<file path="config.mk">
export PLATFORM = sky130hd
export DESIGN_NAME = trace_checker_top
export DESIGN_NICKNAME = d
export VERILOG_FILES = /design/src/trace_pkg.sv /design/src/char_classifier.sv /design/src/trace_parser.sv /design/src/record_checker.sv /design/src/checker_regs.sv /design/src/trace_checker_top.sv
export SDC_FILE = /design/constraint.sdc
export NUM_CORES = 1
export LEC_CHECK = 0
export BUFFER_PORTS_ARGS = -buffer_cell sky130_fd_sc_hd__buf_4
export CORE_MARGIN = 10
export CORE_UTILIZATION = 40
export DETAILED_ROUTE_END_ITERATION = 8
export PLACE_DENSITY = 0.67
export SETUP_SLACK_MARGIN = 0.5
export SYNTH_ARGS = -nofsm -noshare
export SYNTH_HDL_FRONTEND = slang
export SYNTH_SLANG_ARGS = --single-unit
export TNS_END_PERCENT = 10
</file>
<file path="constraint.sdc">
create_clock -name clk -period 12.9 [get_ports clk]
set_input_delay 0.645 -clock clk [delete_from_list [all_inputs] [get_ports clk]]
set_output_delay 0.645 -clock clk [all_outputs]
set_load 0.05 [all_outputs]
</file>
<file path="src/trace_pkg.sv">
package trace_pkg;

    typedef logic [7:0]  char_t;
    typedef logic [15:0] time_t;
    typedef logic [31:0] word_t;
    typedef logic [15:0] reg_num_t;

    // Bit 3 reg, bit 2 addr, bit 1 pc, bit 0 time
    typedef logic [3:0]  error_code_t;

    typedef enum logic [3:0] {
        CLS_CARET, CLS_DIGIT, CLS_AT, CLS_HEX,
        CLS_SPACE, CLS_STAR, CLS_EQUALS, CLS_LESS,
        CLS_DOLLAR, CLS_HASH, CLS_COLON, CLS_OTHER
    } char_class_e;

    typedef enum logic [3:0] {
        ST_IDLE, ST_START, ST_TIME, ST_AT,
        ST_PC, ST_COLON_SPACE, ST_REG_FIRST, ST_REG,
        ST_ADDR_FIRST, ST_ADDR, ST_PRE_ARROW, ST_ARROW,
        ST_DATA_SPACE, ST_DATA
    } parse_state_e;

    typedef enum logic [1:0] {
        KIND_NONE = 2'd0,
        KIND_REG  = 2'd1,
        KIND_MEM  = 2'd2
    } record_kind_e;

    typedef struct packed {
        char_t       ch;
        char_class_e cls;
    } char_token_t;

    typedef struct packed {
        record_kind_e kind;
        time_t        time_val;
        word_t        pc;
        word_t        addr;
        reg_num_t     reg_num;
    } trace_record_t;

    typedef struct packed {
        record_kind_e kind;
        error_code_t  error;
    } check_result_t;

endpackage

</file>
<file path="src/char_classifier.sv">
module char_classifier (
    input  logic                   clk,
    input  logic                   reset,
    input  trace_pkg::char_t       char,
    input  logic                   char_valid,
    output trace_pkg::char_token_t token,
    output logic                   token_valid
);
    import trace_pkg::*;

    char_class_e cls;

    // Classes are disjoint, first match wins
    always_comb begin
        case (char) inside
            "^":        cls = CLS_CARET;
            ["0":"9"]:  cls = CLS_DIGIT;
            "@":        cls = CLS_AT;
            ["a":"f"]:  cls = CLS_HEX;
            " ":        cls = CLS_SPACE;
            "*":        cls = CLS_STAR;
            "=":        cls = CLS_EQUALS;
            "<":        cls = CLS_LESS;
            "$":        cls = CLS_DOLLAR;
            "#":        cls = CLS_HASH;
            ":":        cls = CLS_COLON;
            default:    cls = CLS_OTHER;
        endcase
    end

    always_ff @(posedge clk) begin
        if (reset) begin
            token_valid <= 1'b0;
        end else begin
            token_valid <= char_valid;
        end
    end

    always_ff @(posedge clk) begin
        if (char_valid) begin
            token.ch  <= char;
            token.cls <= cls;
        end
    end

endmodule

</file>
<file path="src/trace_parser.sv">
module trace_parser (
    input  logic                     clk,
    input  logic                     reset,
    input  trace_pkg::char_token_t   token,
    input  logic                     token_valid,
    output trace_pkg::trace_record_t record,
    output logic                     record_valid
);
    import trace_pkg::*;

    parse_state_e state;
    logic [3:0]   digit_cnt;
    record_kind_e kind;
    time_t        time_val;
    word_t        pc;
    word_t        addr;
    reg_num_t     reg_num;
    logic         is_dec;
    logic         is_hex;
    logic [3:0]   dec;
    logic [3:0]   nib;

    assign is_dec = (token.cls == CLS_DIGIT);
    assign is_hex = is_dec || (token.cls == CLS_HEX);

    // ASCII low nibble gives the digit, letters a-f need 9 more
    assign dec = token.ch[3:0];
    assign nib = (token.cls == CLS_HEX) ? token.ch[3:0] + 4'd9 : token.ch[3:0];

    assign record = '{kind: kind, time_val: time_val, pc: pc, addr: addr, reg_num: reg_num};

    ////////////////////////////////////////
    // Line syntax FSM
    ////////////////////////////////////////

    always_ff @(posedge clk) begin
        if (reset) begin
            state        <= ST_IDLE;
            digit_cnt    <= '0;
            record_valid <= 1'b0;
        end else begin
            record_valid <= 1'b0;
            if (token_valid) begin
                // Anything not matched below drops the line
                state     <= ST_IDLE;
                digit_cnt <= '0;
                if (token.cls == CLS_CARET) begin
                    state <= ST_START;
                end else begin
                    case (state)
                        ST_START: begin
                            if (is_dec) begin
                                state     <= ST_TIME;
                                digit_cnt <= 4'd1;
                            end
                        end
                        ST_TIME: begin
                            if (is_dec && digit_cnt < 4'd4) begin
                                state     <= ST_TIME;
                                digit_cnt <= digit_cnt + 4'd1;
                            end else if (token.cls == CLS_AT) begin
                                state <= ST_AT;
                            end
                        end
                        ST_AT: begin
                            if (is_hex) begin
                                state     <= ST_PC;
                                digit_cnt <= 4'd1;
                            end
                        end
                        ST_PC: begin
                            if (is_hex && digit_cnt < 4'd8) begin
                                state     <= ST_PC;
                                digit_cnt <= digit_cnt + 4'd1;
                            end else if (token.cls == CLS_COLON && digit_cnt == 4'd8) begin
                                state <= ST_COLON_SPACE;
                            end
                        end
                        ST_COLON_SPACE: begin
                            if (token.cls == CLS_SPACE)
                                state <= ST_COLON_SPACE;
                            else if (token.cls == CLS_DOLLAR)
                                state <= ST_REG_FIRST;
                            else if (token.cls == CLS_STAR)
                                state <= ST_ADDR_FIRST;
                        end
                        ST_REG_FIRST: begin
                            if (is_dec) begin
                                state     <= ST_REG;
                                digit_cnt <= 4'd1;
                            end
                        end
                        ST_REG: begin
                            if (is_dec && digit_cnt < 4'd4) begin
                                state     <= ST_REG;
                                digit_cnt <= digit_cnt + 4'd1;
                            end else if (token.cls == CLS_SPACE) begin
                                state <= ST_PRE_ARROW;
                            end else if (token.cls == CLS_LESS) begin
                                state <= ST_ARROW;
                            end
                        end
                        ST_ADDR_FIRST: begin
                            if (is_hex) begin
                                state     <= ST_ADDR;
                                digit_cnt <= 4'd1;
                            end
                        end
                        ST_ADDR: begin
                            if (is_hex && digit_cnt < 4'd8) begin
                                state     <= ST_ADDR;
                                digit_cnt <= digit_cnt + 4'd1;
                            end else if (digit_cnt == 4'd8 && token.cls == CLS_SPACE) begin
                                state <= ST_PRE_ARROW;
                            end else if (digit_cnt == 4'd8 && token.cls == CLS_LESS) begin
                                state <= ST_ARROW;
                            end
                        end
                        ST_PRE_ARROW: begin
                            if (token.cls == CLS_SPACE)
                                state <= ST_PRE_ARROW;
                            else if (token.cls == CLS_LESS)
                                state <= ST_ARROW;
                        end
                        ST_ARROW: begin
                            if (token.cls == CLS_EQUALS)
                                state <= ST_DATA_SPACE;
                        end
                        ST_DATA_SPACE: begin
                            if (token.cls == CLS_SPACE) begin
                                state <= ST_DATA_SPACE;
                            end else if (is_hex) begin
                                state     <= ST_DATA;
                                digit_cnt <= 4'd1;
                            end
                        end
                        ST_DATA: begin
                            if (is_hex && digit_cnt < 4'd8) begin
                                state     <= ST_DATA;
                                digit_cnt <= digit_cnt + 4'd1;
                            end else if (token.cls == CLS_HASH && digit_cnt == 4'd8) begin
                                record_valid <= 1'b1;
                            end
                        end
                        default: ;
                    endcase
                end
            end
        end
    end

    // First digit of a field reloads it
    always_ff @(posedge clk) begin
        if (token_valid) begin
            case (state)
                ST_START:      time_val <= time_t'(dec);
                ST_TIME:       if (is_dec) time_val <= time_val * 16'd10 + time_t'(dec);
                ST_AT:         pc <= word_t'(nib);
                ST_PC:         if (is_hex) pc <= {pc[27:0], nib};
                ST_COLON_SPACE: begin
                    if (token.cls == CLS_DOLLAR)
                        kind <= KIND_REG;
                    else if (token.cls == CLS_STAR)
                        kind <= KIND_MEM;
                end
                ST_REG_FIRST:  reg_num <= reg_num_t'(dec);
                ST_REG:        if (is_dec) reg_num <= reg_num * 16'd10 + reg_num_t'(dec);
                ST_ADDR_FIRST: addr <= word_t'(nib);
                ST_ADDR:       if (is_hex) addr <= {addr[27:0], nib};
                default: ;
            endcase
        end
    end

    a_digit_cnt_max: assert property (@(posedge clk) disable iff (reset)
        digit_cnt <= 4'd8)
        else $error("digit counter above 8");

endmodule

</file>
<file path="src/record_checker.sv">
module record_checker #(
    parameter trace_pkg::word_t    PC_LOW    = 32'h0000_3000,
    parameter trace_pkg::word_t    PC_HIGH   = 32'h0000_4fff,
    parameter trace_pkg::word_t    ADDR_HIGH = 32'h0000_2fff,
    parameter trace_pkg::reg_num_t REG_MAX   = 16'd31
) (
    input  logic                     clk,
    input  logic                     reset,
    input  trace_pkg::trace_record_t record,
    input  logic                     record_valid,
    input  trace_pkg::time_t         freq,
    output trace_pkg::check_result_t result,
    output logic                     result_valid
);
    import trace_pkg::*;

    time_t       half_mask;
    logic        pc_bad;
    logic        addr_bad;
    error_code_t error;

    // freq is a power of two, so this masks below freq/2
    assign half_mask = (freq >> 1) - 16'd1;

    assign pc_bad   = (record.pc < PC_LOW) || (record.pc > PC_HIGH) || (|record.pc[1:0]);
    assign addr_bad = (record.addr > ADDR_HIGH) || (|record.addr[1:0]);

    assign error[0] = |(record.time_val & half_mask);
    assign error[1] = pc_bad;
    assign error[2] = (record.kind == KIND_MEM) && addr_bad;
    assign error[3] = (record.kind == KIND_REG) && (record.reg_num > REG_MAX);

    always_ff @(posedge clk) begin
        if (reset) begin
            result_valid <= 1'b0;
        end else begin
            result_valid <= record_valid;
        end
    end

    always_ff @(posedge clk) begin
        if (record_valid) begin
            result.kind  <= record.kind;
            result.error <= error;
        end
    end

    // Parser only emits records once the format is known
    a_kind_known: assert property (@(posedge clk) disable iff (reset)
        result_valid |-> result.kind inside {KIND_REG, KIND_MEM})
        else $error("result with no record kind");

endmodule

</file>
<file path="src/checker_regs.sv">
module checker_regs #(
    parameter trace_pkg::time_t FREQ_RESET = 16'd16
) (
    input  logic                     clk,
    input  logic                     reset,
    input  trace_pkg::check_result_t result,
    input  logic                     result_valid,
    input  logic [3:0]               awaddr,
    input  logic                     awvalid,
    output logic                     awready,
    input  logic [31:0]              wdata,
    input  logic [3:0]               wstrb,
    input  logic                     wvalid,
    output logic                     wready,
    output logic [1:0]               bresp,
    output logic                     bvalid,
    input  logic                     bready,
    input  logic [3:0]               araddr,
    input  logic                     arvalid,
    output logic                     arready,
    output logic [31:0]              rdata,
    output logic [1:0]               rresp,
    output logic                     rvalid,
    input  logic                     rready,
    output trace_pkg::time_t         freq
);
    import trace_pkg::*;

    logic          aw_held;
    logic          w_held;
    logic [3:0]    aw_addr_q;
    word_t         w_data_q;
    logic [1:0]    w_strb_q;
    logic          wr_go;
    logic [3:0]    wr_addr;
    word_t         wr_data;
    logic [1:0]    wr_strb;
    word_t         record_count;
    word_t         error_count;
    check_result_t last_result;

    ////////////////////////////////////////
    // Write channel
    ////////////////////////////////////////

    assign awready = !aw_held && !bvalid;
    assign wready  = !w_held && !bvalid;
    assign bresp   = 2'b00;
    assign rresp   = 2'b00;

    // AW and W may arrive in either order
    assign wr_go   = (aw_held || (awvalid && awready)) && (w_held || (wvalid && wready));
    assign wr_addr = aw_held ? aw_addr_q : awaddr;
    assign wr_data = w_held ? w_data_q : wdata;
    assign wr_strb = w_held ? w_strb_q : wstrb[1:0];

    assign arready = !rvalid;

    always_ff @(posedge clk) begin
        if (reset) begin
            aw_held      <= 1'b0;
            w_held       <= 1'b0;
            bvalid       <= 1'b0;
            rvalid       <= 1'b0;
            freq         <= FREQ_RESET;
            record_count <= '0;
            error_count  <= '0;
            last_result  <= '0;
        end else begin
            if (wr_go) begin
                aw_held <= 1'b0;
                w_held  <= 1'b0;
                bvalid  <= 1'b1;
            end else begin
                if (awvalid && awready)
                    aw_held <= 1'b1;
                if (wvalid && wready)
                    w_held <= 1'b1;
            end
            if (bvalid && bready)
                bvalid <= 1'b0;
            if (wr_go && wr_addr == 4'h0) begin
                if (wr_strb[0])
                    freq[7:0] <= wr_data[7:0];
                if (wr_strb[1])
                    freq[15:8] <= wr_data[15:8];
            end
            if (arvalid && arready)
                rvalid <= 1'b1;
            else if (rready)
                rvalid <= 1'b0;
            if (result_valid) begin
                record_count <= record_count + 32'd1;
                if (|result.error)
                    error_count <= error_count + 32'd1;
                last_result <= result;
            end
        end
    end

    always_ff @(posedge clk) begin
        if (awvalid && awready)
            aw_addr_q <= awaddr;
        if (wvalid && wready) begin
            w_data_q <= wdata;
            w_strb_q <= wstrb[1:0];
        end
        if (arvalid && arready) begin
            case (araddr)
                4'h0:    rdata <= {16'd0, freq};
                4'h4:    rdata <= record_count;
                4'h8:    rdata <= error_count;
                4'hc:    rdata <= {26'd0, last_result};
                default: rdata <= '0;
            endcase
        end
    end

    a_bvalid_hold: assert property (@(posedge clk) disable iff (reset)
        bvalid && !bready |=> bvalid)
        else $error("bvalid dropped before bready");

endmodule

</file>
<file path="src/trace_checker_top.sv">
module trace_checker_top #(
    parameter trace_pkg::word_t    PC_LOW     = 32'h0000_3000,
    parameter trace_pkg::word_t    PC_HIGH    = 32'h0000_4fff,
    parameter trace_pkg::word_t    ADDR_HIGH  = 32'h0000_2fff,
    parameter trace_pkg::reg_num_t REG_MAX    = 16'd31,
    parameter trace_pkg::time_t    FREQ_RESET = 16'd16
) (
    input  logic                    clk,
    input  logic                    reset,
    input  trace_pkg::char_t        char,
    input  logic                    char_valid,
    input  logic [3:0]              awaddr,
    input  logic                    awvalid,
    output logic                    awready,
    input  logic [31:0]             wdata,
    input  logic [3:0]              wstrb,
    input  logic                    wvalid,
    output logic                    wready,
    output logic [1:0]              bresp,
    output logic                    bvalid,
    input  logic                    bready,
    input  logic [3:0]              araddr,
    input  logic                    arvalid,
    output logic                    arready,
    output logic [31:0]             rdata,
    output logic [1:0]              rresp,
    output logic                    rvalid,
    input  logic                    rready,
    output trace_pkg::record_kind_e result_kind,
    output trace_pkg::error_code_t  result_error,
    output logic                    result_valid
);
    import trace_pkg::*;

    char_token_t   token;
    logic          token_valid;
    trace_record_t record;
    logic          record_valid;
    time_t         freq;
    check_result_t result;

    assign result_kind  = result.kind;
    assign result_error = result.error;

    char_classifier i_char_classifier (
        .clk         (clk),
        .reset       (reset),
        .char        (char),
        .char_valid  (char_valid),
        .token       (token),
        .token_valid (token_valid)
    );

    trace_parser i_trace_parser (
        .clk          (clk),
        .reset        (reset),
        .token        (token),
        .token_valid  (token_valid),
        .record       (record),
        .record_valid (record_valid)
    );

    record_checker #(
        .PC_LOW    (PC_LOW),
        .PC_HIGH   (PC_HIGH),
        .ADDR_HIGH (ADDR_HIGH),
        .REG_MAX   (REG_MAX)
    ) i_record_checker (
        .clk          (clk),
        .reset        (reset),
        .record       (record),
        .record_valid (record_valid),
        .freq         (freq),
        .result       (result),
        .result_valid (result_valid)
    );

    checker_regs #(
        .FREQ_RESET (FREQ_RESET)
    ) i_checker_regs (
        .clk          (clk),
        .reset        (reset),
        .result       (result),
        .result_valid (result_valid),
        .awaddr       (awaddr),
        .awvalid      (awvalid),
        .awready      (awready),
        .wdata        (wdata),
        .wstrb        (wstrb),
        .wvalid       (wvalid),
        .wready       (wready),
        .bresp        (bresp),
        .bvalid       (bvalid),
        .bready       (bready),
        .araddr       (araddr),
        .arvalid      (arvalid),
        .arready      (arready),
        .rdata        (rdata),
        .rresp        (rresp),
        .rvalid       (rvalid),
        .rready       (rready),
        .freq         (freq)
    );

endmodule

</file>
==> flow_metrics.tcl <==
set metrics [dict create \
    outcome "complete, no violations" \
    antenna_found_initial 0 \
    cts_resized 0 \
    cts.sinks 267 \
    worstSkewPairLatency_ns 0.54 \
    cts_tree "done" \
    finalHoldViolations 0 \
    cts.path.max_buffers 3 \
    h-tree-depth 1 \
    vias 10100 \
    placed_cells 1824 \
    final_common_cell "nor2_1" \
    grt_start_max_net_pins 93 \
    critPathRequiredTime_ns 13.17 \
    relSlewSlack_pct 25.1 \
    setup_viol 0 \
    io_buffers 85 \
    reg2reg_setup_slack_ns 9.00 \
    firstDrtPassIters 5 \
    final_cell_mix "171 x nor2_1, 166 x edfxtp_1, 101 x dfxtp_1, 95 x buf_4, 86 x nand2_1" \
    final_cells 1874 \
    fmax_ghz 0.256 \
    synth-seq-cells 267 \
    rsz0062_at_grt "false" \
    worstMarginPinSlew_ns 1.12 \
    overflow 0 \
    grt_pass1_wl_um 49600 \
    crit_path_end_kind "flip-flop" \
    grt_pass1_vias 9752 \
    powerDensity_mw_per_mm2 114 \
    ctsHoldBuffers 0 \
    cts_buffers 27 \
    root_buffer "clkbuf_16" \
    cp.arrival_ns 4.17 \
    nets 1520 \
    dr.first_iter.drc_count 754 \
    ys_types 71 \
    core_mm2 0.0343 \
    drive_above_1_share_pct 11.3 \
    fin_crit_sh_pct 30.2 \
    die-area_mm2 0.0424 \
    antenna_left 0 \
    synth_area_mm2 0.0138 \
    chipWidth_um 206 \
    synth_warnings 0 \
    r2r-start "i_trace_parser.time_val[3]" \
    use_met3_pct 1.96 \
    die_y_um 206 \
    area_growth_pct 13.6 \
    antennaDiodeCount 0 \
    cp_max_fo 6 \
    crit_end "i_trace_parser.time_val[13]" \
    p_leak_nw 5.65 \
    grtUsageMet2_pct 22.6 \
    cap_violations 0 \
    fin_worst_skew_ns 0.0157 \
    cts_setup_buffers 0 \
    hpwl_um 21400 \
    slew_viol_final 0 \
    synth-edff-count 166 \
    finalSetupTns_ns 0 \
    drt-total-wl_um 29800 \
    num_rows 68 \
    drc 0 \
    critPathKind "flip-flop to flip-flop" \
    place_congestion 0.886 \
    ios 108 \
    syn_area_per_cell_um2 10.3 \
    hp-class "input pin to flip-flop" \
    use_met1_pct 18.8 \
    clk_pin_slew_ns 0.06 \
    synthCells 1337 \
    synth.yosys.seq_area_share_pct 50.7 \
    routedWlPerCell_um 15.9 \
    grt.busiest_layer "met2" \
    start_kind "flip-flop" \
    critPathLaunch "i_trace_parser.time_val[3]" \
    grt_usage_pct 13.8 \
    ir_drop_v 0.0000994 \
    period_minus_slack_ns 3.90 \
    worst_r2r_path_depth 10 \
    initial_core_util_pct 40.3 \
    ys.flop_type "edfxtp_1" \
    vias_per_cell 5.38 \
    reg2reg_to "i_trace_parser.time_val[13]" \
    ys_async_sr_fraction_pct 0 \
]
[cell usage after synthesis (3+ instances only)]
| library cell | instances | area share [%] |
|---|---|---|
| a211oi_1 | 25 | 1.4 |
| a21o_1 | 4 | 0.22 |
| edfxtp_1 | 166 | 36 |
| or4_1 | 4 | 0.22 |
| and3_1 | 49 | 2.2 |
| nand2b_1 | 14 | 0.63 |
| ha_1 | 58 | 5.2 |
| buf_4 | 4 | 0.22 |
| mux2i_1 | 37 | 2.7 |
| o21ai_0 | 47 | 1.7 |
| nand2_1 | 86 | 2.3 |
| mux4_2 | 6 | 0.98 |
| nor2b_1 | 24 | 1.1 |
| nand4_1 | 23 | 1.0 |
| and2_1 | 33 | 1.5 |
| and4_1 | 8 | 0.51 |
| mux2_2 | 4 | 0.33 |
| a221oi_1 | 3 | 0.19 |
| nor3b_1 | 3 | 0.16 |
| a31oi_1 | 9 | 0.41 |
| nor3_1 | 25 | 0.90 |
| nor4_1 | 23 | 1.0 |
| nor4b_1 | 5 | 0.32 |
| xor2_1 | 62 | 3.9 |
| o211ai_1 | 9 | 0.49 |
| or2_2 | 5 | 0.23 |
| nand3b_1 | 4 | 0.22 |
| nand3_1 | 33 | 1.2 |
| o31ai_1 | 6 | 0.33 |
| o21bai_1 | 6 | 0.33 |
| dfxtp_1 | 101 | 15 |
| fa_1 | 4 | 0.58 |
| o2111ai_1 | 3 | 0.19 |
| xnor2_1 | 36 | 2.3 |
| a22oi_1 | 20 | 1.1 |
| nand4b_1 | 3 | 0.19 |
| nor2_1 | 173 | 4.7 |
| a21oi_1 | 61 | 2.2 |
| inv_1 | 26 | 0.71 |
| or3_1 | 23 | 1.0 |
| a21boi_0 | 3 | 0.16 |
| a311oi_1 | 4 | 0.25 |
| clkbuf_1 | 60 | 1.6 |
[logic make-up after synthesis]
family	count (synthesis)	synth area share, %
muxes	47	3.98
other	1	0.0271
xor gates and xnor gates	100	6.49
AOI/OAI and AO/OA	221	10.3
buffers and inverters	93	2.64
DFF	267	50.7
and+or+nand+nor	546	20.1
adders and majority gates	62	5.83
[routing by layer]
metal  wire [um]  part of all wire (%)
met5           0                     0
met1       13800                    46
met3        1540                   5.2
met4         584                   2.0
met2       13900                    47
[worst min-delay path by stage]
| stage | from | endpoint | slack (ns) | cells past startpoint |
|---|---|---|---|---|
| final | wdata[4] | i_checker_regs.w_data_q[4] | 0.29 | 1 |
| after detailed placement | i_trace_parser.kind[0] | i_record_checker.result[4] | 0.47 | 0 |
| after floorplan | i_trace_parser.kind[0] | i_record_checker.result[4] | 0.43 | 0 |
| after CTS | wstrb[0] | i_checker_regs.w_strb_q[0] | 0.28 | 1 |
| after global routing | wstrb[0] | i_checker_regs.w_strb_q[0] | 0.28 | 1 |
| after global placement | i_trace_parser.kind[0] | i_record_checker.result[4] | 0.47 | 0 |
[final cells by class]
type                       instances  area (um2)
tap                              455         569
clock buffer                      34         702
clock inverter                    16         113
timing repair buffer              95         713
fill                            3136       18600
sequential                       267        7010
inverter                          27         101
multi-input combinational        980        6510
[stage by stage]
stage	setup WS (ns)	hold WS (ns)	cell area [um2]	util, %	power (W)
floorplan	8.85	0.426	13800	-	0.00104
global placement	9.06	0.469	14900	43.5	0.00108
detailed placement	9.00	0.470	14900	43.5	0.00108
CTS	8.98	0.276	15700	45.8	0.00181
global route	8.74	0.277	15700	45.8	0.00185
finish	9.00	0.292	15700	45.8	0.00179
[registers in the layout, summed over array words and instances, names as in the netlist, 4 cells and up]
| register | count |
|---|---|
| i_char_classifier.token | 8 |
| i_checker_regs.aw_addr_q | 4 |
| i_checker_regs.error_count | 32 |
| i_checker_regs.freq | 16 |
| i_checker_regs.last_result | 6 |
| i_checker_regs.rdata | 32 |
| i_checker_regs.record_count | 32 |
| i_checker_regs.w_data_q | 16 |
| i_record_checker.result | 6 |
| i_trace_parser.addr | 32 |
| i_trace_parser.digit_cnt | 4 |
| i_trace_parser.pc | 32 |
| i_trace_parser.reg_num | 16 |
| i_trace_parser.state | 4 |
| i_trace_parser.time_val | 16 |
[power breakdown]
| group | switching, W | total, W | internal, W |
|---|---|---|---|
| registers | 0.0000121 | 0.000932 | 0.000920 |
| logic | 0.0000850 | 0.000129 | 0.0000436 |
| clock network | 0.000326 | 0.000732 | 0.000406 |
| total | 0.000424 | 0.00179 | 0.00137 |
[worst max-delay path: stages (launching register included)]
cell,delay [ns]
edfxtp_1,0.45
ha_1,0.31
ha_1,0.24
fa_1,0.62
or2b_1,0.25
or4b_1,0.52
a211oi_2,0.34
nand4_2,0.19
nor3_1,0.23
xnor3_1,0.36
nor2b_4,0.13
Power figures use the tool's default switching activity.
